<file path="src/logic/game_defs.svh">
`ifndef GAME_DEFS_SVH
`define GAME_DEFS_SVH

// levels selectable from the menu, frame 0 is the menu itself
`define GAME_LEVELS 5

// stored frame size, one stored pixel per 4x4 screen block
`define GAME_FRAME_W 160
`define GAME_FRAME_H 120
`define GAME_FRAME_WORDS 19200

// visible screen derived from the frame size
`define GAME_SCREEN_W (`GAME_FRAME_W * 4)
`define GAME_SCREEN_H (`GAME_FRAME_H * 4)

`define GAME_ADDR_W 17
`define GAME_BEAM_W 10

// scan codes, bit 8 marks an E0 extended code
`define GAME_SC_RIGHT 9'h174
`define GAME_SC_LEFT 9'h16B
`define GAME_SC_UP 9'h175
`define GAME_SC_DOWN 9'h172
`define GAME_SC_ENTER 9'h05A
`define GAME_SC_ESC 9'h076

`endif

</file>
<file path="src/logic/key_pkg.sv">
`default_nettype none

package key_pkg;

    // one opcode per recognised key press
    // arrows fold into next/prev, so right and down
    // act the same, as do left and up
    typedef enum logic [2:0] {
        // no action this cycle
        act_none,
        // right or down arrow
        act_next,
        // left or up arrow
        act_prev,
        // select the highlighted level
        act_enter,
        // leave the running level
        act_escape
    } key_action_e;

endpackage

`default_nettype wire

</file>
<file path="src/logic/screen_pkg.sv">
`default_nettype none

package screen_pkg;

    // which screen is on the display
    typedef enum logic {
        // level select menu, frame 0
        scr_menu,
        // a level is running, frame = level
        scr_play
    } screen_e;

    // level number, valid range 1 to 5
    // also serves directly as the frame index in play
    typedef logic [2:0] level_t;

    // first selectable level, used at reset
    localparam level_t LEVEL_FIRST = 3'd1;

endpackage

`default_nettype wire

</file>
<file path="src/logic/key_action_decoder.sv">
`timescale 1ns/1ps
`default_nettype none

`include "game_defs.svh"

module key_action_decoder (
    input  wire                    clk,
    input  wire                    rst,
    input  wire                    key_valid,
    input  wire  [8:0]             key_code,
    input  wire                    key_release,
    output logic                   action_valid,
    output key_pkg::key_action_e   action
);

    // one held flag per recognised code
    // order: right, down, left, up, enter, esc
    logic [5:0]           key_hit;
    logic [5:0]           held;
    key_pkg::key_action_e code_action;
    logic                 press_ok;

    always_comb begin
        key_hit     = 6'b000000;
        code_action = key_pkg::act_none;
        case (key_code)
            `GAME_SC_RIGHT: begin
                key_hit[0]  = 1'b1;
                code_action = key_pkg::act_next;
            end
            `GAME_SC_DOWN: begin
                key_hit[1]  = 1'b1;
                code_action = key_pkg::act_next;
            end
            `GAME_SC_LEFT: begin
                key_hit[2]  = 1'b1;
                code_action = key_pkg::act_prev;
            end
            `GAME_SC_UP: begin
                key_hit[3]  = 1'b1;
                code_action = key_pkg::act_prev;
            end
            `GAME_SC_ENTER: begin
                key_hit[4]  = 1'b1;
                code_action = key_pkg::act_enter;
            end
            `GAME_SC_ESC: begin
                key_hit[5]  = 1'b1;
                code_action = key_pkg::act_escape;
            end
            default: ;
        endcase
    end

    // any held key blocks new presses, this covers typematic
    // repeats of the same key as well as a second key
    assign press_ok = key_valid && !key_release && (|key_hit) && !(|held);

    always_ff @(posedge clk or posedge rst) begin
        if (rst) begin
            held         <= 6'b000000;
            action_valid <= 1'b0;
        end else begin
            action_valid <= press_ok;
            if (key_valid) begin
                if (key_release) begin
                    held <= held & ~key_hit;
                end else begin
                    held <= held | key_hit;
                end
            end
        end
    end

    // only meaningful alongside action_valid
    always_ff @(posedge clk) begin
        action <= code_action;
    end

endmodule

`default_nettype wire

</file>
<file path="src/logic/level_select_fsm.sv">
`timescale 1ns/1ps
`default_nettype none

`include "game_defs.svh"

module level_select_fsm (
    input  wire                    clk,
    input  wire                    rst,
    input  wire                    action_valid,
    input  wire key_pkg::key_action_e action,
    input  wire                    level_clear,
    output screen_pkg::screen_e    screen,
    output screen_pkg::level_t     level
);

    localparam screen_pkg::level_t LEVEL_LAST = screen_pkg::level_t'(`GAME_LEVELS);

    screen_pkg::screen_e screen_d;
    screen_pkg::level_t  level_d;
    screen_pkg::level_t  level_up;
    screen_pkg::level_t  level_down;

    // saturating neighbours of the current level
    always_comb begin
        if (level < LEVEL_LAST) begin
            level_up = level + 3'd1;
        end else begin
            level_up = LEVEL_LAST;
        end
        if (level > screen_pkg::LEVEL_FIRST) begin
            level_down = level - 3'd1;
        end else begin
            level_down = screen_pkg::LEVEL_FIRST;
        end
    end

    always_comb begin
        screen_d = screen;
        level_d  = level;
        case (screen)
            screen_pkg::scr_menu: begin
                // level_clear has no meaning in the menu
                if (action_valid) begin
                    case (action)
                        key_pkg::act_next: begin
                            level_d = level_up;
                        end
                        key_pkg::act_prev: begin
                            level_d = level_down;
                        end
                        key_pkg::act_enter: begin
                            screen_d = screen_pkg::scr_play;
                        end
                        default: ;
                    endcase
                end
            end
            screen_pkg::scr_play: begin
                // clear beats any key in the same cycle
                if (level_clear) begin
                    screen_d = screen_pkg::scr_menu;
                    level_d  = level_up;
                end else if (action_valid && action == key_pkg::act_escape) begin
                    screen_d = screen_pkg::scr_menu;
                end
                // arrows and enter in play go to the game logic
            end
            default: begin
                screen_d = screen_pkg::scr_menu;
            end
        endcase
    end

    always_ff @(posedge clk or posedge rst) begin
        if (rst) begin
            screen <= screen_pkg::scr_menu;
            level  <= screen_pkg::LEVEL_FIRST;
        end else begin
            screen <= screen_d;
            level  <= level_d;
        end
    end

endmodule

`default_nettype wire

</file>
<file path="src/logic/pixel_addr_gen.sv">
`timescale 1ns/1ps
`default_nettype none

`include "game_defs.svh"

module pixel_addr_gen (
    input  wire                       clk,
    input  wire                       rst,
    input  wire  [`GAME_BEAM_W-1:0]   beam_h,
    input  wire  [`GAME_BEAM_W-1:0]   beam_v,
    input  wire screen_pkg::screen_e  screen,
    input  wire screen_pkg::level_t   level,
    output logic [`GAME_ADDR_W-1:0]   pixel_addr
);

    localparam int ADDR_W = `GAME_ADDR_W;
    localparam int BEAM_W = `GAME_BEAM_W;

    // last visible column and row
    localparam logic [BEAM_W-1:0] H_LAST = BEAM_W'(`GAME_SCREEN_W - 1);
    localparam logic [BEAM_W-1:0] V_LAST = BEAM_W'(`GAME_SCREEN_H - 1);

    screen_pkg::level_t  frame_idx;
    logic [BEAM_W-1:0]   h_clamp;
    logic [BEAM_W-1:0]   v_clamp;
    logic [BEAM_W-3:0]   col;
    logic [BEAM_W-3:0]   row;
    logic [ADDR_W-1:0]   frame_base;
    logic [ADDR_W-1:0]   row_base;

    // stage a registers
    logic [ADDR_W-1:0]   base_a;
    logic [BEAM_W-3:0]   col_a;

    // menu is frame 0, a level uses its own frame
    assign frame_idx = (screen == screen_pkg::scr_play) ? level : 3'd0;

    // off-screen beam maps to the edge pixel
    assign h_clamp = (beam_h > H_LAST) ? H_LAST : beam_h;
    assign v_clamp = (beam_v > V_LAST) ? V_LAST : beam_v;

    // 4x4 screen block per stored pixel
    assign col = h_clamp[BEAM_W-1:2];
    assign row = v_clamp[BEAM_W-1:2];

    assign frame_base = ADDR_W'(frame_idx) * ADDR_W'(`GAME_FRAME_WORDS);
    assign row_base   = ADDR_W'(row) * ADDR_W'(`GAME_FRAME_W);

    // stage a, frame and row offset plus the column
    always_ff @(posedge clk or posedge rst) begin
        if (rst) begin
            base_a <= '0;
            col_a  <= '0;
        end else begin
            base_a <= frame_base + row_base;
            col_a  <= col;
        end
    end

    // stage b, final address
    always_ff @(posedge clk or posedge rst) begin
        if (rst) begin
            pixel_addr <= '0;
        end else begin
            pixel_addr <= base_a + ADDR_W'(col_a);
        end
    end

endmodule

`default_nettype wire

</file>
<file path="src/logic/map_switch_top.sv">
`timescale 1ns/1ps
`default_nettype none

`include "game_defs.svh"

module map_switch_top (
    input  wire                       clk,
    input  wire                       rst,
    input  wire                       key_valid,
    input  wire  [8:0]                key_code,
    input  wire                       key_release,
    input  wire                       level_clear,
    input  wire  [`GAME_BEAM_W-1:0]   beam_h,
    input  wire  [`GAME_BEAM_W-1:0]   beam_v,
    output logic [`GAME_ADDR_W-1:0]   pixel_addr,
    output logic                      playing,
    output screen_pkg::level_t        level
);

    // decoder to fsm
    logic                 action_valid;
    key_pkg::key_action_e action;

    // fsm to address generator
    screen_pkg::screen_e  screen;

    key_action_decoder u_decoder (
        .clk          (clk),
        .rst          (rst),
        .key_valid    (key_valid),
        .key_code     (key_code),
        .key_release  (key_release),
        .action_valid (action_valid),
        .action       (action)
    );

    level_select_fsm u_fsm (
        .clk          (clk),
        .rst          (rst),
        .action_valid (action_valid),
        .action       (action),
        .level_clear  (level_clear),
        .screen       (screen),
        .level        (level)
    );

    pixel_addr_gen u_addr (
        .clk          (clk),
        .rst          (rst),
        .beam_h       (beam_h),
        .beam_v       (beam_v),
        .screen       (screen),
        .level        (level),
        .pixel_addr   (pixel_addr)
    );

    assign playing = (screen == screen_pkg::scr_play);

endmodule

`default_nettype wire

</file>
<file path="config.mk">
export PLATFORM = sky130hd
export DESIGN_NAME = map_switch_top
export DESIGN_NICKNAME = d
export VERILOG_FILES = /design/src/logic/key_pkg.sv /design/src/logic/screen_pkg.sv /design/src/logic/key_action_decoder.sv /design/src/logic/level_select_fsm.sv /design/src/logic/pixel_addr_gen.sv /design/src/logic/map_switch_top.sv
export VERILOG_INCLUDE_DIRS = /design/src /design/src/logic
export SDC_FILE = /design/constraint.sdc
export NUM_CORES = 1
export LEC_CHECK = 0
export ABC_AREA = 1
export BUFFER_PORTS_ARGS = -buffer_cell sky130_fd_sc_hd__clkbuf_2
export CAP_MARGIN = 30
export CORE_MARGIN = 2
export CORE_UTILIZATION = 40
export DETAILED_ROUTE_END_ITERATION = 16
export SETUP_SLACK_MARGIN = 0.3
export SYNTH_ARGS = -nofsm -noshare
export SYNTH_HDL_FRONTEND = slang
export SYNTH_SLANG_ARGS = --single-unit
</file>
<file path="constraint.sdc">
create_clock -name clk -period 7.2 [get_ports clk]
set_input_delay 0 -clock clk [delete_from_list [all_inputs] [get_ports clk]]
set_output_delay 0 -clock clk [all_outputs]
set_load 0.05 [all_outputs]
</file>
Yosys cells after proc, flatten, opt, wreduce, memory -nomap -nowiden:

Cells that the tools add are included.

* equality and inequality tests: 13
* order comparisons: 4
* add/subtract/negate cells: 4
* muxes and demuxes: 22
* multipliers: 2
* bitwise operators: 4
* reductions and logical operators: 11

Operator list (number)
* 9-bit equality test, second input constant: 4
* 10-bit 2-to-1 mux: 2
* 9-bit by 7-bit equality test with 1-bit output, second input constant: 2
* 17-bit by 16-bit adder with 17-bit output: 1
* 17-bit by 8-bit adder with 17-bit output: 1
* 3-bit 2-to-1 mux: 5
* 3-bit one-hot mux with 2 select lines: 2
* 3-bit one-hot mux with 4 select lines: 1
* 6-bit OR reduction: 2
* 8-bit by 3-bit multiplier with 11-bit output, second input constant: 1
* 10-bit greater-than comparator, second input constant: 1
* 10-bit by 9-bit greater-than comparator with 1-bit output, second input constant: 1
* 1-bit 2-to-1 mux: 10
* 3-bit by 7-bit multiplier with 9-bit output, second input constant: 1
* 6-bit bitwise AND: 1
* 3-bit by 2-bit equality test with 1-bit output, second input constant: 2
* 6-bit 2-to-1 mux: 1
* 6-bit NOT: 1
* 6-bit OR: 1
* 1-bit logical AND: 4
* 2-bit != test, second input constant: 2
* 2-bit OR reduction: 2
* 3-bit by 1-bit adder with 3-bit output, second input constant: 1
* 3-bit by 1-bit equality test with 1-bit output, second input constant: 1
* other kinds (9): 10

* word-level logic and storage cells: 68
* register bits: 56
* input port bits: 34

Longest topological paths before layout:

Gate-level depths: netlist of run 1.

* depth in word-level cells: 5
* mapped depth: 19
* depth with buffers taken out: 19

Hierarchy:

From an unflattened synthesis of run 1, not the netlist that was laid out.

* cells, all modules: 402
* area total of the unflattened synthesis: 3186.8 µm²

Modules (own cells, without submodules)
* pixel_addr_gen: cells an instance 273, sequential area each 925.9 µm², instances 1, area each 2306.0 µm²
* key_action_decoder: cells an instance 68, sequential area each 235.2 µm², instances 1, area each 510.5 µm²
* level_select_fsm: cells an instance 61, sequential area each 101.3 µm², instances 1, area each 370.4 µm²

Worst setup path before layout of run 1:

Ideal clock, no wire load.

* path type: reg-to-reg
* start: register u_fsm.screen
* end: register u_addr.base_a[16]
* period minus slack after synthesis: 2.852 ns
* stages on the path, launching flop included: 15
* path slack: 4.348 ns
* arrival time: 2.735 ns
* setup time: 0.117 ns
* path buffers: 0
* path through: dfrtp_1 > nand2_1 > inv_1 > ha_1 > ha_1 > inv_1 > fa_1 > inv_1 > ha_1 > a21oi_1 > nand2_1 > nand4_1 > nand2_1 > nand2_1 > nand2_1

* word-level cells in the longest chain between the ends: 3

Ends and longest elaborated chain
* start: declaration: line level_select_fsm.sv:12 `output screen_pkg::screen_e screen,`
* start signal: assignment: line level_select_fsm.sv:76 `screen <= screen_pkg::scr_menu;`
* start signal: assignment: line level_select_fsm.sv:79 `screen <= screen_d;`
* 3-bit 2-to-1 mux: line pixel_addr_gen.sv:36 `assign frame_idx = (screen == screen_pkg::scr_play) ? level : 3'd0;`
* 3-bit by 7-bit multiplier with 9-bit output: line pixel_addr_gen.sv:46 `` assign frame_base = ADDR_W'(frame_idx) * ADDR_W'(`GAME_FRAME_WORDS); ``
* 17-bit by 16-bit adder with 17-bit output: line pixel_addr_gen.sv:55 `base_a <= frame_base + row_base;`
* end signal: assignment: line pixel_addr_gen.sv:55
* end: declaration: line pixel_addr_gen.sv:32 `logic [ADDR_W-1:0] base_a;`

Every way passes these cells.
A chain may end at the register's enable or synchronous reset.

Final worst setup path of run 1:

* start: input beam_v[3]
* end: register u_addr.base_a[15]

* word-level cells in the longest chain between the ends: 4

Ends and longest elaborated chain
* start: declaration: line map_switch_top.sv:14 `` input wire [`GAME_BEAM_W-1:0] beam_v, ``
* 10-bit by 9-bit greater-than comparator with 1-bit output: line pixel_addr_gen.sv:40 `assign v_clamp = (beam_v > V_LAST) ? V_LAST : beam_v;`
* 10-bit 2-to-1 mux *: line pixel_addr_gen.sv:40
* 8-bit by 3-bit multiplier with 11-bit output *: line pixel_addr_gen.sv:47 `` assign row_base = ADDR_W'(row) * ADDR_W'(`GAME_FRAME_W); ``
* via u_addr.row_base[6]: line pixel_addr_gen.sv:29 `logic [ADDR_W-1:0] row_base;`
* 17-bit by 16-bit adder with 17-bit output *: line pixel_addr_gen.sv:55

The timed path passes the listed nets; every way through them passes the cells marked *.

==> results_tabular.tex, run 1 <==
\begin{tabular}{lr}
\hline
Metric & Value \\
\hline
\multicolumn{2}{l}{\textbf{Yosys}} \\
Share of Yosys cell area claimed by the top area cell type & 38.18\% \\
Warning count from the yosys run & 0 \\
Top cells by instance count after synthesis & sky130\_fd\_sc\_hd\_\_nand2\_1 (69), sky130\_fd\_sc\_hd\_\_inv\_1 (63), sky130\_fd\_sc\_hd\_\_dfrtp\_1 (47) \\
Avg Synthesized Cell Area & 8.581 µm² \\
Post-synthesis register bit count & 51 \\
Number of flops mapped to enable cells by yosys & 0 \\
Most instantiated library cell after synthesis & sky130\_fd\_sc\_hd\_\_nand2\_1 \\
Post-synth top flop & sky130\_fd\_sc\_hd\_\_dfrtp\_1 \\
Async S/R FF share, synth & 94.12\% \\
Count of mapped cells out of synthesis & 359 \\
Netlist area before placement & 3080 µm² \\
Cell accounting for the most synthesized area & sky130\_fd\_sc\_hd\_\_dfrtp\_1 \\
Top cells by area, synth & sky130\_fd\_sc\_hd\_\_dfrtp\_1 (38\%), sky130\_fd\_sc\_hd\_\_ha\_1 (12\%), sky130\_fd\_sc\_hd\_\_nand2\_1 (8.4\%) \\
Number of different library cells in the post-synthesis netlist & 40 \\
Portion of the post-synthesis area used by sequential elements & 40.98\% \\
\multicolumn{2}{l}{\textbf{STA}} \\
Maximum clock rate & 316.0 MHz \\
Final setup violation count & 0 \\
Final clock skew & 5.671 ps \\
Smallest hold slack & 21.78 ps \\
Post-route clock period utilization & 43.95\% \\
Time the final worst path needs with I/O delays and setup & 3164 ps \\
Unrepaired setup endpoints after global routing & no \\
Max-slew violation count & 0 \\
Setup total negative slack & 0 ps \\
Worst-margin pin slew & 642.3 ps \\
Endpoints failing hold & 0 \\
Headroom to the max-slew limit & 56.73\% \\
\multicolumn{2}{l}{\textbf{Floorplanning}} \\
Core ar. & 7370 µm² \\
Die outline area & 8419 µm² \\
IO Pins & 55 \\
Initial Utilization & 41.80\% \\
X dimension of the die & 91.76 µm \\
Die height & 91.76 µm \\
Number of core rows & 31 \\
\multicolumn{2}{l}{\textbf{Finish}} \\
Reg area & 1262 µm² \\
Number of filler cells placed in the layout & 714 \\
Ratio of cells with drive above 1 in the final layout & 19.30\% \\
Net count reported at finish & 498 \\
Antenna diode count & 0 \\
Area of the multi-input gates & 1563 µm² \\
Total non-filler cell area in the finished layout & 3687 µm² \\
Layout overhead on the synthesized area & 19.70\% \\
Non-filler instance count after layout & 529 \\
\multicolumn{2}{l}{\textbf{Power}} \\
Switching share of total power & 38.54\% \\
Gate power share & 34.3\% \\
Internal power & 474.5 µW \\
Total Power & 772.0 µW \\
Leakage Power & 0.001998 µW \\
Sequential cell fraction of total power & 45.4\% \\
Proportion of power drawn by the clock network & 20.3\% \\
Largest vdd supply drop & 0.1015 mV \\
Cell area power density & 209.4 nW/µm² \\
Switching component of the power & 297.5 µW \\
\multicolumn{2}{l}{\textbf{CTS}} \\
CTS buffer count & 5 \\
Clock H-tree levels & 2 \\
Clock tree from TritonCTS & built \\
Resize count post-CTS & 0 \\
Register clock-pin slew on the reported worst setup and hold paths & 90 ps \\
Number of sinks driven by the clock tree & 51 \\
Latest clock arrival within the worst-skew pair & 300 ps \\
Buffer cell driving the clock tree root & sky130\_fd\_sc\_hd\_\_clkbuf\_8 \\
Maximum root-to-sink buffer count & 2 \\
\multicolumn{2}{l}{\textbf{Placement}} \\
HPWL Detailed & 4.515 mm \\
Cell Area, Placed & 3455 µm² \\
Final Wtd Congestion & 0.8385 \\
Buffers added on ports & 50 \\
Post-placement cell count & 508 \\
\multicolumn{2}{l}{\textbf{Worst setup path}} \\
CP Data Required Time & 7400 ps \\
Launch instance of the worst register-to-register path & u\_fsm.level[0] \\
RR Endpoint & u\_addr.base\_a[16] \\
Maximum fanout encountered on the critical timing path & 6 \\
Startpoint type of the worst setup path & input port \\
Worst Reg-to-Reg Cells & 14 \\
Flop-to-flop setup slack & 4260 ps \\
Arr. time, crit path & 3370 ps \\
Kind of critical path & input port to flop \\
Endpoint kind of the worst setup timing path & flop \\
\multicolumn{2}{l}{\textbf{Drt}} \\
Router iterations before antenna repair & 4 \\
Total via count in the routed design & 2444 \\
Remaining number of nets flagged by the antenna check after routing & 0 \\
Routed wire per std cell & 10.61 µm \\
DRC violations left & 0 \\
Detail-routed via count per cell & 4.620 \\
DRT Wirelength & 5.613 mm \\
Count of routing violations after the opening detailed-route iteration & 96 \\
\multicolumn{2}{l}{\textbf{Status}} \\
Result of the run & complete, no violations \\
\multicolumn{2}{l}{\textbf{GRT}} \\
GRT Max-Usage Layer & met2 \\
Met2 Track Usage GR & 25.37\% \\
Pin count of the biggest net entering global routing & 49 \\
Global route overflow & 0 \\
Global routing met3 resource utilization & 2.794\% \\
Vias in the first global route & 2366 \\
All-Layer GR Usage & 14.66\% \\
Met1 track demand over resource & 18.40\% \\
Global-route wire length before repair & 10.03 mm \\
Number of antenna violations at the first check in global routing & 0 \\
\multicolumn{2}{l}{\textbf{Min path}} \\
Start point of the worst hold path & key\_code[0] \\
Hold Path Depth & 3 \\
Class of the most critical hold timing path & input port to flop \\
\multicolumn{2}{l}{\textbf{Run}} \\
Max-cap check violation count & 0 \\
\hline
\end{tabular}
==> logic make-up after synthesis <==
family,share of synthesized area (%)
AO/OA/AOI/OAI,7.596
XOR/XNOR,5.402
adder cells (fa/ha/maj),14.78
buffers and inverters,8.408
flip-flops,40.98
other,0.1217
AND/OR/NAND/NOR,22.71
==> through the flow <==
step           setup slack [ps]  utilization [%]
3_5_place_dp               4010            46.88
3_3_place_gp               4067            46.88
4_1_cts                    4042            49.76
2_1_floorplan              4348                -
6_report                   4036            50.03
5_1_grt                    3869            50.03
==> cell usage in the layout (no fill, tap or decap), types with 2 or more instances in the layout <==
| cell type | instances |
|---|---|
| sky130_fd_sc_hd__inv_2 | 5 |
| sky130_fd_sc_hd__inv_1 | 62 |
| sky130_fd_sc_hd__a21oi_1 | 14 |
| sky130_fd_sc_hd__o21a_1 | 4 |
| sky130_fd_sc_hd__fa_1 | 4 |
| sky130_fd_sc_hd__o21ai_0 | 6 |
| sky130_fd_sc_hd__xor2_1 | 11 |
| sky130_fd_sc_hd__nand3_2 | 3 |
| sky130_fd_sc_hd__nand3_1 | 24 |
| sky130_fd_sc_hd__dfrtp_1 | 47 |
| sky130_fd_sc_hd__nor2_2 | 5 |
| sky130_fd_sc_hd__conb_1 | 2 |
| sky130_fd_sc_hd__o31ai_1 | 2 |
| sky130_fd_sc_hd__xnor2_1 | 8 |
| sky130_fd_sc_hd__dfxtp_1 | 3 |
| sky130_fd_sc_hd__dlygate4sd3_1 | 13 |
| sky130_fd_sc_hd__nand2_1 | 69 |
| sky130_fd_sc_hd__nand4_1 | 7 |
| sky130_fd_sc_hd__ha_1 | 30 |
| sky130_fd_sc_hd__nor4_1 | 2 |
| sky130_fd_sc_hd__o21ai_1 | 5 |
| sky130_fd_sc_hd__nor2_1 | 21 |
| sky130_fd_sc_hd__clkbuf_2 | 50 |
| sky130_fd_sc_hd__or2_2 | 5 |
| sky130_fd_sc_hd__clkbuf_8 | 5 |
| sky130_fd_sc_hd__nor3_1 | 3 |
| sky130_fd_sc_hd__nand2_2 | 2 |
==> layer usage <==
layer  vias up  wire (µm)
li1       1286          -
met4         0         78
met5         -          0
met3         7        237
met2        47       2698
met1      1104       2598
==> repair_timing <==
| item | CTS | global route |
|---|---|---|
| buffers inserted | 0 | 0 |
| hold buffers | 13 | 0 |
| endpoints found under the setup margin | 0 | 0 |
| endpoints found under the hold margin | 61 | 0 |
==> critical path, cell delays in order <==
cell	delay, ps
sky130_fd_sc_hd__dlygate4sd3_1	530
sky130_fd_sc_hd__clkbuf_2	100
sky130_fd_sc_hd__or2_2	300
sky130_fd_sc_hd__ha_1	280
sky130_fd_sc_hd__ha_1	150
sky130_fd_sc_hd__inv_1	70
sky130_fd_sc_hd__fa_1	400
sky130_fd_sc_hd__o21ai_1	230
sky130_fd_sc_hd__a21oi_1	90
sky130_fd_sc_hd__a21boi_1	230
sky130_fd_sc_hd__ha_1	330
sky130_fd_sc_hd__a21oi_1	130
sky130_fd_sc_hd__a21boi_0	310
sky130_fd_sc_hd__nand2_1	80
sky130_fd_sc_hd__nand2_1	70
sky130_fd_sc_hd__nand2_1	50
==> power groups by stage <==
stage	sequential (µW)	clock (µW)	combinational, µW
after global routing	357	177	295
after CTS	351	164	266
after detailed placement	357	0	260
after floorplan	434	0	119
after global placement	356	0	256
final	351	157	264
==> how the worst max path moves through the flow <==
stage	end	startpoint	depth (start not counted)
2_1_floorplan	u_addr.base_a[16]	u_fsm.screen	14
3_3_place_gp	u_addr.base_a[15]	beam_v[7]	17
3_5_place_dp	u_addr.base_a[15]	beam_v[7]	17
4_1_cts	u_addr.base_a[15]	beam_v[3]	16
5_1_grt	u_addr.base_a[15]	beam_v[3]	16
6_report	u_addr.base_a[15]	beam_v[3]	16
==> final cells by class <==
cell class / count / area share, %
Inverter: 68 / 6.922
Clock inverter: 2 / 0.3733
Multi-Input combinational cell: 240 / 42.38
Timing Repair Buffer: 64 / 10.86
Tap cell: 99 / 3.359
Sequential cell: 51 / 34.24
Clock buffer: 5 / 1.866
Note: power is estimated with default switching activity, not from simulation.
==> run 2, diff against run 1 <==
==> constraint.sdc (replaced) <==
create_clock -name clk -period 3.2 [get_ports clk]
set_input_delay 0 -clock clk [delete_from_list [all_inputs] [get_ports clk]]
set_output_delay 0 -clock clk [all_outputs]
set_load 0.05 [all_outputs]
==> run 2 against run 1 <==
Compared with the run above:
- final cell count is 1.3% higher
- worst setup slack worse by 3600 ps
- first-iteration DRC count is 44% lower
- non-clock buffer count is 6 higher
- global-route usage is 0.13 points lower
- clock power is 150% higher
- cell area is 1.9% higher
- hold slack worse by 5.5 ps
- sequential power is 120% higher
- die area stayed put
==> results_tabular.tex, run 2 (synthesis gave the netlist of run 1 again) <==
\begin{tabular}{lr}
\hline
Metric & Value \\
\hline
\multicolumn{2}{l}{\textbf{CTS}} \\
Maximum root-to-sink buffer count & 2 (unchanged) \\
Latest clock arrival within the worst-skew pair & 310 ps (was 300 ps) \\
Clock tree from TritonCTS & built (unchanged) \\
Buffer cell driving the clock tree root & sky130\_fd\_sc\_hd\_\_clkbuf\_8 (unchanged) \\
Register clock-pin slew on the reported worst setup and hold paths & 90 ps (about the same) \\
Clock H-tree levels & 2 (unchanged) \\
CTS buffer count & 5 (unchanged) \\
Number of sinks driven by the clock tree & 51 (unchanged) \\
\multicolumn{2}{l}{\textbf{Finish}} \\
Layout overhead on the synthesized area & 21.97\% (was 19.70\%) \\
Number of filler cells placed in the layout & 677 (was 714) \\
Antenna diode count & 0 (unchanged) \\
Ratio of cells with drive above 1 in the final layout & 21.97\% (was 19.30\%) \\
Leading cell type in the layout, fill and taps excluded & sky130\_fd\_sc\_hd\_\_nand2\_1 (unchanged) \\
Net count reported at finish & 504 (was 498) \\
Non-filler instance count after layout & 536 (was 529) \\
Highest-count cells in the layout ignoring fill and taps & sky130\_fd\_sc\_hd\_\_nand2\_1 (69), sky130\_fd\_sc\_hd\_\_inv\_1 (61), sky130\_fd\_sc\_hd\_\_clkbuf\_2 (50) (was sky130\_fd\_sc\_hd\_\_nand2\_1 (69), sky130\_fd\_sc\_hd\_\_inv\_1 (62), sky130\_fd\_sc\_hd\_\_clkbuf\_2 (50)) \\
\multicolumn{2}{l}{\textbf{Drt}} \\
DRT met1 WL & 2.622 mm (was 2.598 mm) \\
Count of routing violations after the opening detailed-route iteration & 54 (was 96) \\
Routed wire per std cell & 10.53 µm (was 10.61 µm) \\
Detail-routed via count per cell & 4.489 (was 4.620) \\
DRT Wirelength & 5.644 mm (was 5.613 mm) \\
Remaining number of nets flagged by the antenna check after routing & 0 (unchanged) \\
DRC violations left & 0 (unchanged) \\
Total via count in the routed design & 2406 (was 2444) \\
Routed wl met2 & 2.736 mm (was 2.698 mm) \\
Router iterations before antenna repair & 4 (unchanged) \\
Total length of routed met3 wires & 220 µm (was 237 µm) \\
Top layer in use & met4 (unchanged) \\
\multicolumn{2}{l}{\textbf{Worst setup path}} \\
CP Data Required Time & 3400 ps (was 7400 ps) \\
Launch instance of the worst register-to-register path & u\_fsm.screen (was u\_fsm.level[0]) \\
Critical Path, Cell by Cell & nand2\_1 > inv\_1 > ha\_1 > ha\_1 > inv\_1 > fa\_1 > inv\_1 > ha\_1 > a21oi\_2 > nand2\_1 > nand4\_1 > nand2\_1 > nand2\_1 > nand2\_1 (was dlygate4sd3\_1 > clkbuf\_2 > or2\_2 > ha\_1 > ha\_1 > inv\_1 > fa\_1 > o21ai\_1 > a21oi\_1 > a21boi\_1 > ha\_1 > a21oi\_1 > a21boi\_0 > nand2\_1 > nand2\_1 > nand2\_1) \\
Worst Reg-to-Reg Cells & 14 (unchanged) \\
RR Endpoint & u\_addr.base\_a[16] (unchanged) \\
Max stage delay on crit path & 470 ps (was 530 ps) \\
Endpoint kind of the worst setup timing path & flop (unchanged) \\
Cell repeated most along the worst path & sky130\_fd\_sc\_hd\_\_nand2\_1 \\
Arr. time, crit path & 2970 ps (was 3370 ps) \\
Flop-to-flop setup slack & 430 ps (was 4260 ps) \\
Startpoint type of the worst setup path & flop (was input port) \\
CP Buf/Inv Count & 3 (unchanged) \\
Kind of critical path & flop to flop (was input port to flop) \\
Maximum fanout encountered on the critical timing path & 5 (was 6) \\
Dominant delay contributor by cell family on the critical path & adder cells (unchanged) \\
Worst path slowest cell & sky130\_fd\_sc\_hd\_\_fa\_1 (was sky130\_fd\_sc\_hd\_\_dlygate4sd3\_1) \\
\multicolumn{2}{l}{\textbf{STA}} \\
Headroom to the max-slew limit & 56.49\% (was 56.73\%) \\
Unrepaired setup endpoints after global routing & no (unchanged) \\
Final clock skew & 9.886 ps (was 5.671 ps) \\
Setup total negative slack & 0 ps (unchanged) \\
Max-slew violation count & 0 (unchanged) \\
Endpoints failing hold & 0 (unchanged) \\
Worst-margin pin slew & 645.8 ps (was 642.3 ps) \\
Time the final worst path needs with I/O delays and setup & 2768 ps \\
Post-route clock period utilization & 86.51\% \\
Final setup violation count & 0 (unchanged) \\
Maximum clock rate & 361.2 MHz \\
\multicolumn{2}{l}{\textbf{Power}} \\
Leakage Power & 0.002029 µW (was 0.001998 µW) \\
Cell area power density & 480.7 nW/µm² (was 209.4 nW/µm²) \\
Largest vdd supply drop & 0.2317 mV (was 0.1015 mV) \\
\multicolumn{2}{l}{\textbf{Floorplanning}} \\
Core ar. & 7370 µm² (unchanged) \\
Number of core rows & 31 (unchanged) \\
X dimension of the die & 91.76 µm (unchanged) \\
Die outline area & 8419 µm² (unchanged) \\
IO Pins & 55 (unchanged) \\
Initial Utilization & 41.80\% (unchanged) \\
Die height & 91.76 µm (unchanged) \\
\multicolumn{2}{l}{\textbf{Placement}} \\
Final Wtd Congestion & 0.8606 (was 0.8385) \\
Buffers added on ports & 50 (unchanged) \\
HPWL Detailed & 4.476 mm (was 4.515 mm) \\
Post-placement cell count & 509 (was 508) \\
\multicolumn{2}{l}{\textbf{Status}} \\
Result of the run & complete, no violations (unchanged) \\
\multicolumn{2}{l}{\textbf{GRT}} \\
Pin count of the biggest net entering global routing & 35 (was 49) \\
Number of antenna violations at the first check in global routing & 0 (unchanged) \\
Global-route wire length before repair & 9.936 mm (was 10.03 mm) \\
Vias in the first global route & 2311 (was 2366) \\
All-Layer GR Usage & 14.53\% (was 14.66\%) \\
Global route overflow & 0 (unchanged) \\
\multicolumn{2}{l}{\textbf{Run}} \\
Max-cap check violation count & 0 (unchanged) \\
\multicolumn{2}{l}{\textbf{Min path}} \\
Class of the most critical hold timing path & input port to flop (unchanged) \\
Hold Path Depth & 3 (unchanged) \\
Start point of the worst hold path & key\_code[0] (unchanged) \\
\hline
\end{tabular}
[run 2: timing repair]
action                                 CTS  global route
setup buffers                            0             6
resized for setup                        0             7
hold buffers                            13             0
endpoints found under the hold margin   62             0
setup endpoints to repair                0             5
[run 2: per-layer routing]
metal / vias to the layer above / GRT usage, %
met3: 7 / 3.040
met5: - / 0
li1: 1297 / -
met2: 41 / 25.43
met4: 0 / 4.104
met1: 1061 / 18.11
[run 2: cell type report]
type,count,area [µm²],share of cell area (%)
clock buffer,6,82.58,2.198
clock inverter,2,13.76,0.3663
inverter,68,255.2,6.793
multi-input combinational,240,1570,41.79
sequential,51,1266,33.70
tap,99,123.9,3.297
timing repair buffer,70,445.4,11.85
[run 2: worst max path at each step]
stage	start	end	cells past startpoint
3_3_place_gp	beam_v[7]	u_addr.base_a[15]	17
2_1_floorplan	u_fsm.screen	u_addr.base_a[16]	14
3_5_place_dp	beam_v[8]	u_addr.base_a[15]	17
4_1_cts	u_fsm.screen	u_addr.base_a[16]	14
5_1_grt	u_fsm.screen	u_addr.base_a[14]	14
6_report	u_fsm.screen	u_addr.base_a[16]	14
[run 2: power by group]
| group | switching, µW | internal (µW) | leakage, µW | total, µW |
|---|---|---|---|---|
| registers | 49.5 | 733 | 0.000592 | 783 |
| clock network | 215 | 177 | 0.0000516 | 392 |
| logic | 426 | 206 | 0.00139 | 632 |
| total | 690 | 1120 | 0.00203 | 1810 |
[run 2: worst reg2reg max path: stages (launching register included)]
cell and delay (ps):
sky130_fd_sc_hd__dfrtp_2 430, sky130_fd_sc_hd__nand2_1 100, sky130_fd_sc_hd__inv_1 90, sky130_fd_sc_hd__ha_1 300, sky130_fd_sc_hd__ha_1 160, sky130_fd_sc_hd__inv_1 50
sky130_fd_sc_hd__fa_1 470, sky130_fd_sc_hd__inv_1 40, sky130_fd_sc_hd__ha_1 370, sky130_fd_sc_hd__a21oi_2 250, sky130_fd_sc_hd__nand2_1 120, sky130_fd_sc_hd__nand4_1 110
sky130_fd_sc_hd__nand2_1 60, sky130_fd_sc_hd__nand2_1 50, sky130_fd_sc_hd__nand2_1 40
[run 2: per-stage QoR]
| stage | hold slack (ps) | power, µW | utilization, % | setup slack, ps | instance area [µm²] |
|---|---|---|---|---|---|
| after floorplan | 65.17 | 1244 | - | 348.0 | 3084 |
| after global placement | 144.8 | 1377 | 46.88 | 125.9 | 3455 |
| after detailed placement | -27.25 | 1392 | 47.15 | 66.84 | 3475 |
| after CTS | 2.161 | 1805 | 50.22 | 300.7 | 3701 |
| after global routing | 34.86 | 1934 | 50.98 | 272.3 | 3757 |
| final | 16.29 | 1806 | 50.98 | 431.7 | 3757 |
==> run 3, diff against run 2 <==
--- a/config.mk
+++ b/config.mk
@@ -15,4 +15,5 @@
 export SETUP_SLACK_MARGIN = 0.3
 export SYNTH_ARGS = -nofsm -noshare
 export SYNTH_HDL_FRONTEND = slang
+export SYNTH_HIERARCHICAL = 1
 export SYNTH_SLANG_ARGS = --single-unit
==> run 3 against run 2 <==
Compared with the run above:
- core utilization fell by 0.81 points
- highest routed layer unchanged
- maximum frequency rose by 0.94%
- flip-flop and latch count did not move
- critical path depth rose by 4
- global-route usage fell by 0.93 points
- largest power group unchanged
- clock power fell by 10%
- area after synthesis rose by 3.5%
- clock skew fell by 0.99 ps
- cell area rose by 3.2%
- routed wire length rose by 1.5%
- worst setup slack improved by 26 ps
==> results_tabular.tex, run 3 <==
\begin{tabular}{lr}
\hline
Metric & Value \\
\hline
\multicolumn{2}{l}{\textbf{Finish}} \\
Net count reported at finish & 547 (was 504) \\
Highest-count cells in the layout ignoring fill and taps & sky130\_fd\_sc\_hd\_\_nand2\_1 (98), sky130\_fd\_sc\_hd\_\_inv\_1 (72), sky130\_fd\_sc\_hd\_\_clkbuf\_2 (50) (was sky130\_fd\_sc\_hd\_\_nand2\_1 (69), sky130\_fd\_sc\_hd\_\_inv\_1 (61), sky130\_fd\_sc\_hd\_\_clkbuf\_2 (50)) \\
Antenna diode count & 0 (unchanged) \\
Leading cell type in the layout, fill and taps excluded & sky130\_fd\_sc\_hd\_\_nand2\_1 (unchanged) \\
Ratio of cells with drive above 1 in the final layout & 20.63\% (was 21.97\%) \\
Non-filler instance count after layout & 582 (was 536) \\
Layout overhead on the synthesized area & 21.67\% (was 21.97\%) \\
Number of filler cells placed in the layout & 745 (was 677) \\
\multicolumn{2}{l}{\textbf{Drt}} \\
Remaining number of nets flagged by the antenna check after routing & 0 (unchanged) \\
Routed wire per std cell & 9.842 µm (was 10.53 µm) \\
Count of routing violations after the opening detailed-route iteration & 75 (was 54) \\
DRC violations left & 0 (unchanged) \\
Detail-routed via count per cell & 4.536 (was 4.489) \\
Router iterations before antenna repair & 6 (was 4) \\
Total via count in the routed design & 2640 (was 2406) \\
DRT Wirelength & 5.728 mm (was 5.644 mm) \\
\multicolumn{2}{l}{\textbf{Yosys}} \\
Post-synthesis register bit count & 51 (unchanged) \\
Most instantiated library cell after synthesis & sky130\_fd\_sc\_hd\_\_nand2\_1 (unchanged) \\
Number of different library cells in the post-synthesis netlist & 35 (was 40) \\
Async S/R FF share, synth & 94.12\% (unchanged) \\
Portion of the post-synthesis area used by sequential elements & 39.62\% (was 40.98\%) \\
Post-synth top flop & sky130\_fd\_sc\_hd\_\_dfrtp\_1 (unchanged) \\
Netlist area before placement & 3187 µm² (was 3080 µm²) \\
Top cells by area, synth & sky130\_fd\_sc\_hd\_\_dfrtp\_1 (37\%), sky130\_fd\_sc\_hd\_\_ha\_1 (12\%), sky130\_fd\_sc\_hd\_\_nand2\_1 (12\%) (was sky130\_fd\_sc\_hd\_\_dfrtp\_1 (38\%), sky130\_fd\_sc\_hd\_\_ha\_1 (12\%), sky130\_fd\_sc\_hd\_\_nand2\_1 (8.4\%)) \\
Warning count from the yosys run & 6 (was 0) \\
Cell accounting for the most synthesized area & sky130\_fd\_sc\_hd\_\_dfrtp\_1 (unchanged) \\
Number of flops mapped to enable cells by yosys & 0 (unchanged) \\
Count of mapped cells out of synthesis & 402 (was 359) \\
Top cells by instance count after synthesis & sky130\_fd\_sc\_hd\_\_nand2\_1 (100), sky130\_fd\_sc\_hd\_\_inv\_1 (74), sky130\_fd\_sc\_hd\_\_dfrtp\_1 (47) (was sky130\_fd\_sc\_hd\_\_nand2\_1 (69), sky130\_fd\_sc\_hd\_\_inv\_1 (63), sky130\_fd\_sc\_hd\_\_dfrtp\_1 (47)) \\
Share of Yosys cell area claimed by the top area cell type & 36.91\% (was 38.18\%) \\
Avg Synthesized Cell Area & 7.927 µm² (was 8.581 µm²) \\
\multicolumn{2}{l}{\textbf{STA}} \\
Final clock skew & 8.893 ps (was 9.886 ps) \\
Final setup violation count & 0 (unchanged) \\
Worst-margin pin slew & 879.5 ps (was 645.8 ps) \\
Time the final worst path needs with I/O delays and setup & 2743 ps (was 2768 ps) \\
Maximum clock rate & 364.6 MHz (was 361.2 MHz) \\
Headroom to the max-slew limit & 40.75\% (was 56.49\%) \\
Endpoints failing hold & 0 (unchanged) \\
Post-route worst setup slack & 457.5 ps (was 431.7 ps) \\
Max-slew violation count & 0 (unchanged) \\
Unrepaired setup endpoints after global routing & yes (was no) \\
Setup total negative slack & 0 ps (unchanged) \\
Post-route clock period utilization & 85.70\% (was 86.51\%) \\
\multicolumn{2}{l}{\textbf{Min path}} \\
Class of the most critical hold timing path & input port to flop (unchanged) \\
\multicolumn{2}{l}{\textbf{Placement}} \\
Worst setup slack before clock tree synthesis & 148.4 ps (was 66.84 ps) \\
Final Wtd Congestion & 0.8725 (was 0.8606) \\
HPWL Detailed & 4.524 mm (was 4.476 mm) \\
Buffers added on ports & 50 (unchanged) \\
Post-placement cell count & 556 (was 509) \\
\multicolumn{2}{l}{\textbf{Worst setup path}} \\
Arr. time, crit path & 2930 ps (was 2970 ps) \\
Maximum fanout encountered on the critical timing path & 7 (was 5) \\
CP Data Required Time & 3390 ps (was 3400 ps) \\
Startpoint type of the worst setup path & flop (unchanged) \\
Endpoint kind of the worst setup timing path & flop (unchanged) \\
Kind of critical path & flop to flop (unchanged) \\
\multicolumn{2}{l}{\textbf{CTS}} \\
Register clock-pin slew on the reported worst setup and hold paths & 90 ps (about the same) \\
Number of sinks driven by the clock tree & 51 (unchanged) \\
Maximum root-to-sink buffer count & 2 (unchanged) \\
Buffer cell driving the clock tree root & sky130\_fd\_sc\_hd\_\_clkbuf\_8 (unchanged) \\
CTS buffer count & 5 (unchanged) \\
Latest clock arrival within the worst-skew pair & 300 ps (was 310 ps) \\
Clock tree from TritonCTS & built (unchanged) \\
Clock H-tree levels & 2 (unchanged) \\
\multicolumn{2}{l}{\textbf{Power}} \\
Largest vdd supply drop & 0.1430 mV (was 0.2317 mV) \\
Cell area power density & 445.2 nW/µm² (was 480.7 nW/µm²) \\
Leakage Power & 0.002153 µW (was 0.002029 µW) \\
\multicolumn{2}{l}{\textbf{Floorplanning}} \\
X dimension of the die & 93.26 µm (was 91.76 µm) \\
Die outline area & 8697 µm² (was 8419 µm²) \\
Die height & 93.26 µm (was 91.76 µm) \\
Initial Utilization & 41.24\% (was 41.80\%) \\
IO Pins & 55 (unchanged) \\
Core ar. & 7727 µm² (was 7370 µm²) \\
Number of core rows & 32 (was 31) \\
\multicolumn{2}{l}{\textbf{GRT}} \\
Global-route wire length before repair & 9.646 mm (was 9.936 mm) \\
Vias in the first global route & 2415 (was 2311) \\
Global route overflow & 0 (unchanged) \\
All-Layer GR Usage & 13.60\% (was 14.53\%) \\
Pin count of the biggest net entering global routing & 38 (was 35) \\
Number of antenna violations at the first check in global routing & 0 (unchanged) \\
\multicolumn{2}{l}{\textbf{Run}} \\
Max-cap check violation count & 0 (unchanged) \\
\multicolumn{2}{l}{\textbf{Status}} \\
Result of the run & complete, no violations (unchanged) \\
\hline
\end{tabular}
==> run 3: cell families (layout without fill, tap and decap cells) <==
group | count (synthesis) | in the layout | share of synthesized area [%]
AND/OR/NAND/NOR | 195 | 195 | 26.93
buffers and inverters | 79 | 156 | 9.305
flip-flops | 51 | 51 | 39.62
adder cells (fa/ha/maj) | 34 | 34 | 14.29
AO/OA/AOI/OAI | 25 | 25 | 5.065
XOR/XNOR | 17 | 17 | 4.672
other | 1 | 2 | 0.1177
==> run 3: per-stage QoR <==
stage / power [µW] / cell area (µm²) / hold WS, ps / utilization [%]
3_3_place_gp: 1347 / 3583 / -93.26 / 46.37
6_report: 1726 / 3877 / 34.72 / 50.18
3_5_place_dp: 1356 / 3583 / -91.50 / 46.37
2_1_floorplan: 1222 / 3194 / -234.5 / -
5_1_grt: 1849 / 3877 / 80.20 / 50.18
4_1_cts: 1736 / 3816 / 22.88 / 49.38
==> run 3: final timing paths <==
check,start,end,slack [ps],cells after the start
worst min-delay path,key_code[0],u_decoder/action[1],30,3
worst max-delay path,u_fsm/screen,u_addr/base_a[15],460,18
worst max register to register,u_fsm/screen,u_addr/base_a[15],460,18
min in group asynchronous,rst,u_fsm/level[2],150,3
max in group asynchronous,rst,u_addr/pixel_addr[6],2530,4
worst min register to register,u_addr/col_a[1],u_addr/pixel_addr[1],360,0
==> run 3: worst max-delay path, cell delays in order, from the launching register on <==
cell	delay, ps
sky130_fd_sc_hd__dfrtp_2	460
sky130_fd_sc_hd__nand2_2	90
sky130_fd_sc_hd__inv_1	70
sky130_fd_sc_hd__ha_1	280
sky130_fd_sc_hd__ha_2	170
sky130_fd_sc_hd__inv_1	50
sky130_fd_sc_hd__fa_2	340
sky130_fd_sc_hd__inv_1	60
sky130_fd_sc_hd__nand2_1	60
sky130_fd_sc_hd__nand2_2	60
sky130_fd_sc_hd__nand2_1	70
sky130_fd_sc_hd__nand2_1	60
sky130_fd_sc_hd__o21ai_1	70
sky130_fd_sc_hd__ha_1	340
sky130_fd_sc_hd__a21o_1	200
sky130_fd_sc_hd__nor2_2	100
sky130_fd_sc_hd__nand2_1	60
sky130_fd_sc_hd__nand2_1	50
sky130_fd_sc_hd__nand2_1	40
==> run 3: cell type report <==
cell class / count / area [µm²] / share of cell area [%]
Timing Repair Buffer: 70 / 435.4 / 11.23
Sequential cell: 51 / 1266 / 32.66
Tap cell: 102 / 127.6 / 3.291
Clock buffer: 6 / 72.57 / 1.872
Inverter: 78 / 292.8 / 7.551
Clock inverter: 2 / 12.51 / 0.3227
Multi-Input combinational cell: 273 / 1670 / 43.08
==> run 3: per-layer routing <==
| metal | track usage, % | up-vias | wire length [µm] |
|---|---|---|---|
| met5 | 0 | - | 0 |
| met4 | 6.127 | 0 | 136 |
| met3 | 2.659 | 12 | 218 |
| met2 | 24.22 | 52 | 2856 |
| met1 | 15.71 | 1167 | 2517 |
| li1 | - | 1409 | - |
==> run 3: power by group <==
part | switching, µW | internal [µW] | leakage (µW)
logic | 415 | 195 | 0.00152
registers | 36.9 | 728 | 0.000593
clock network | 199 | 153 | 0.0000412
total | 651 | 1080 | 0.00215
==> run 3: repair_timing <==
item                       in CTS  in global routing
resized for setup               2                 11
setup buffers                   1                  3
pin swaps                       0                  3
hold endpoints to repair       64                  0
setup endpoints to repair       1                  4
hold buffers                   14                  0
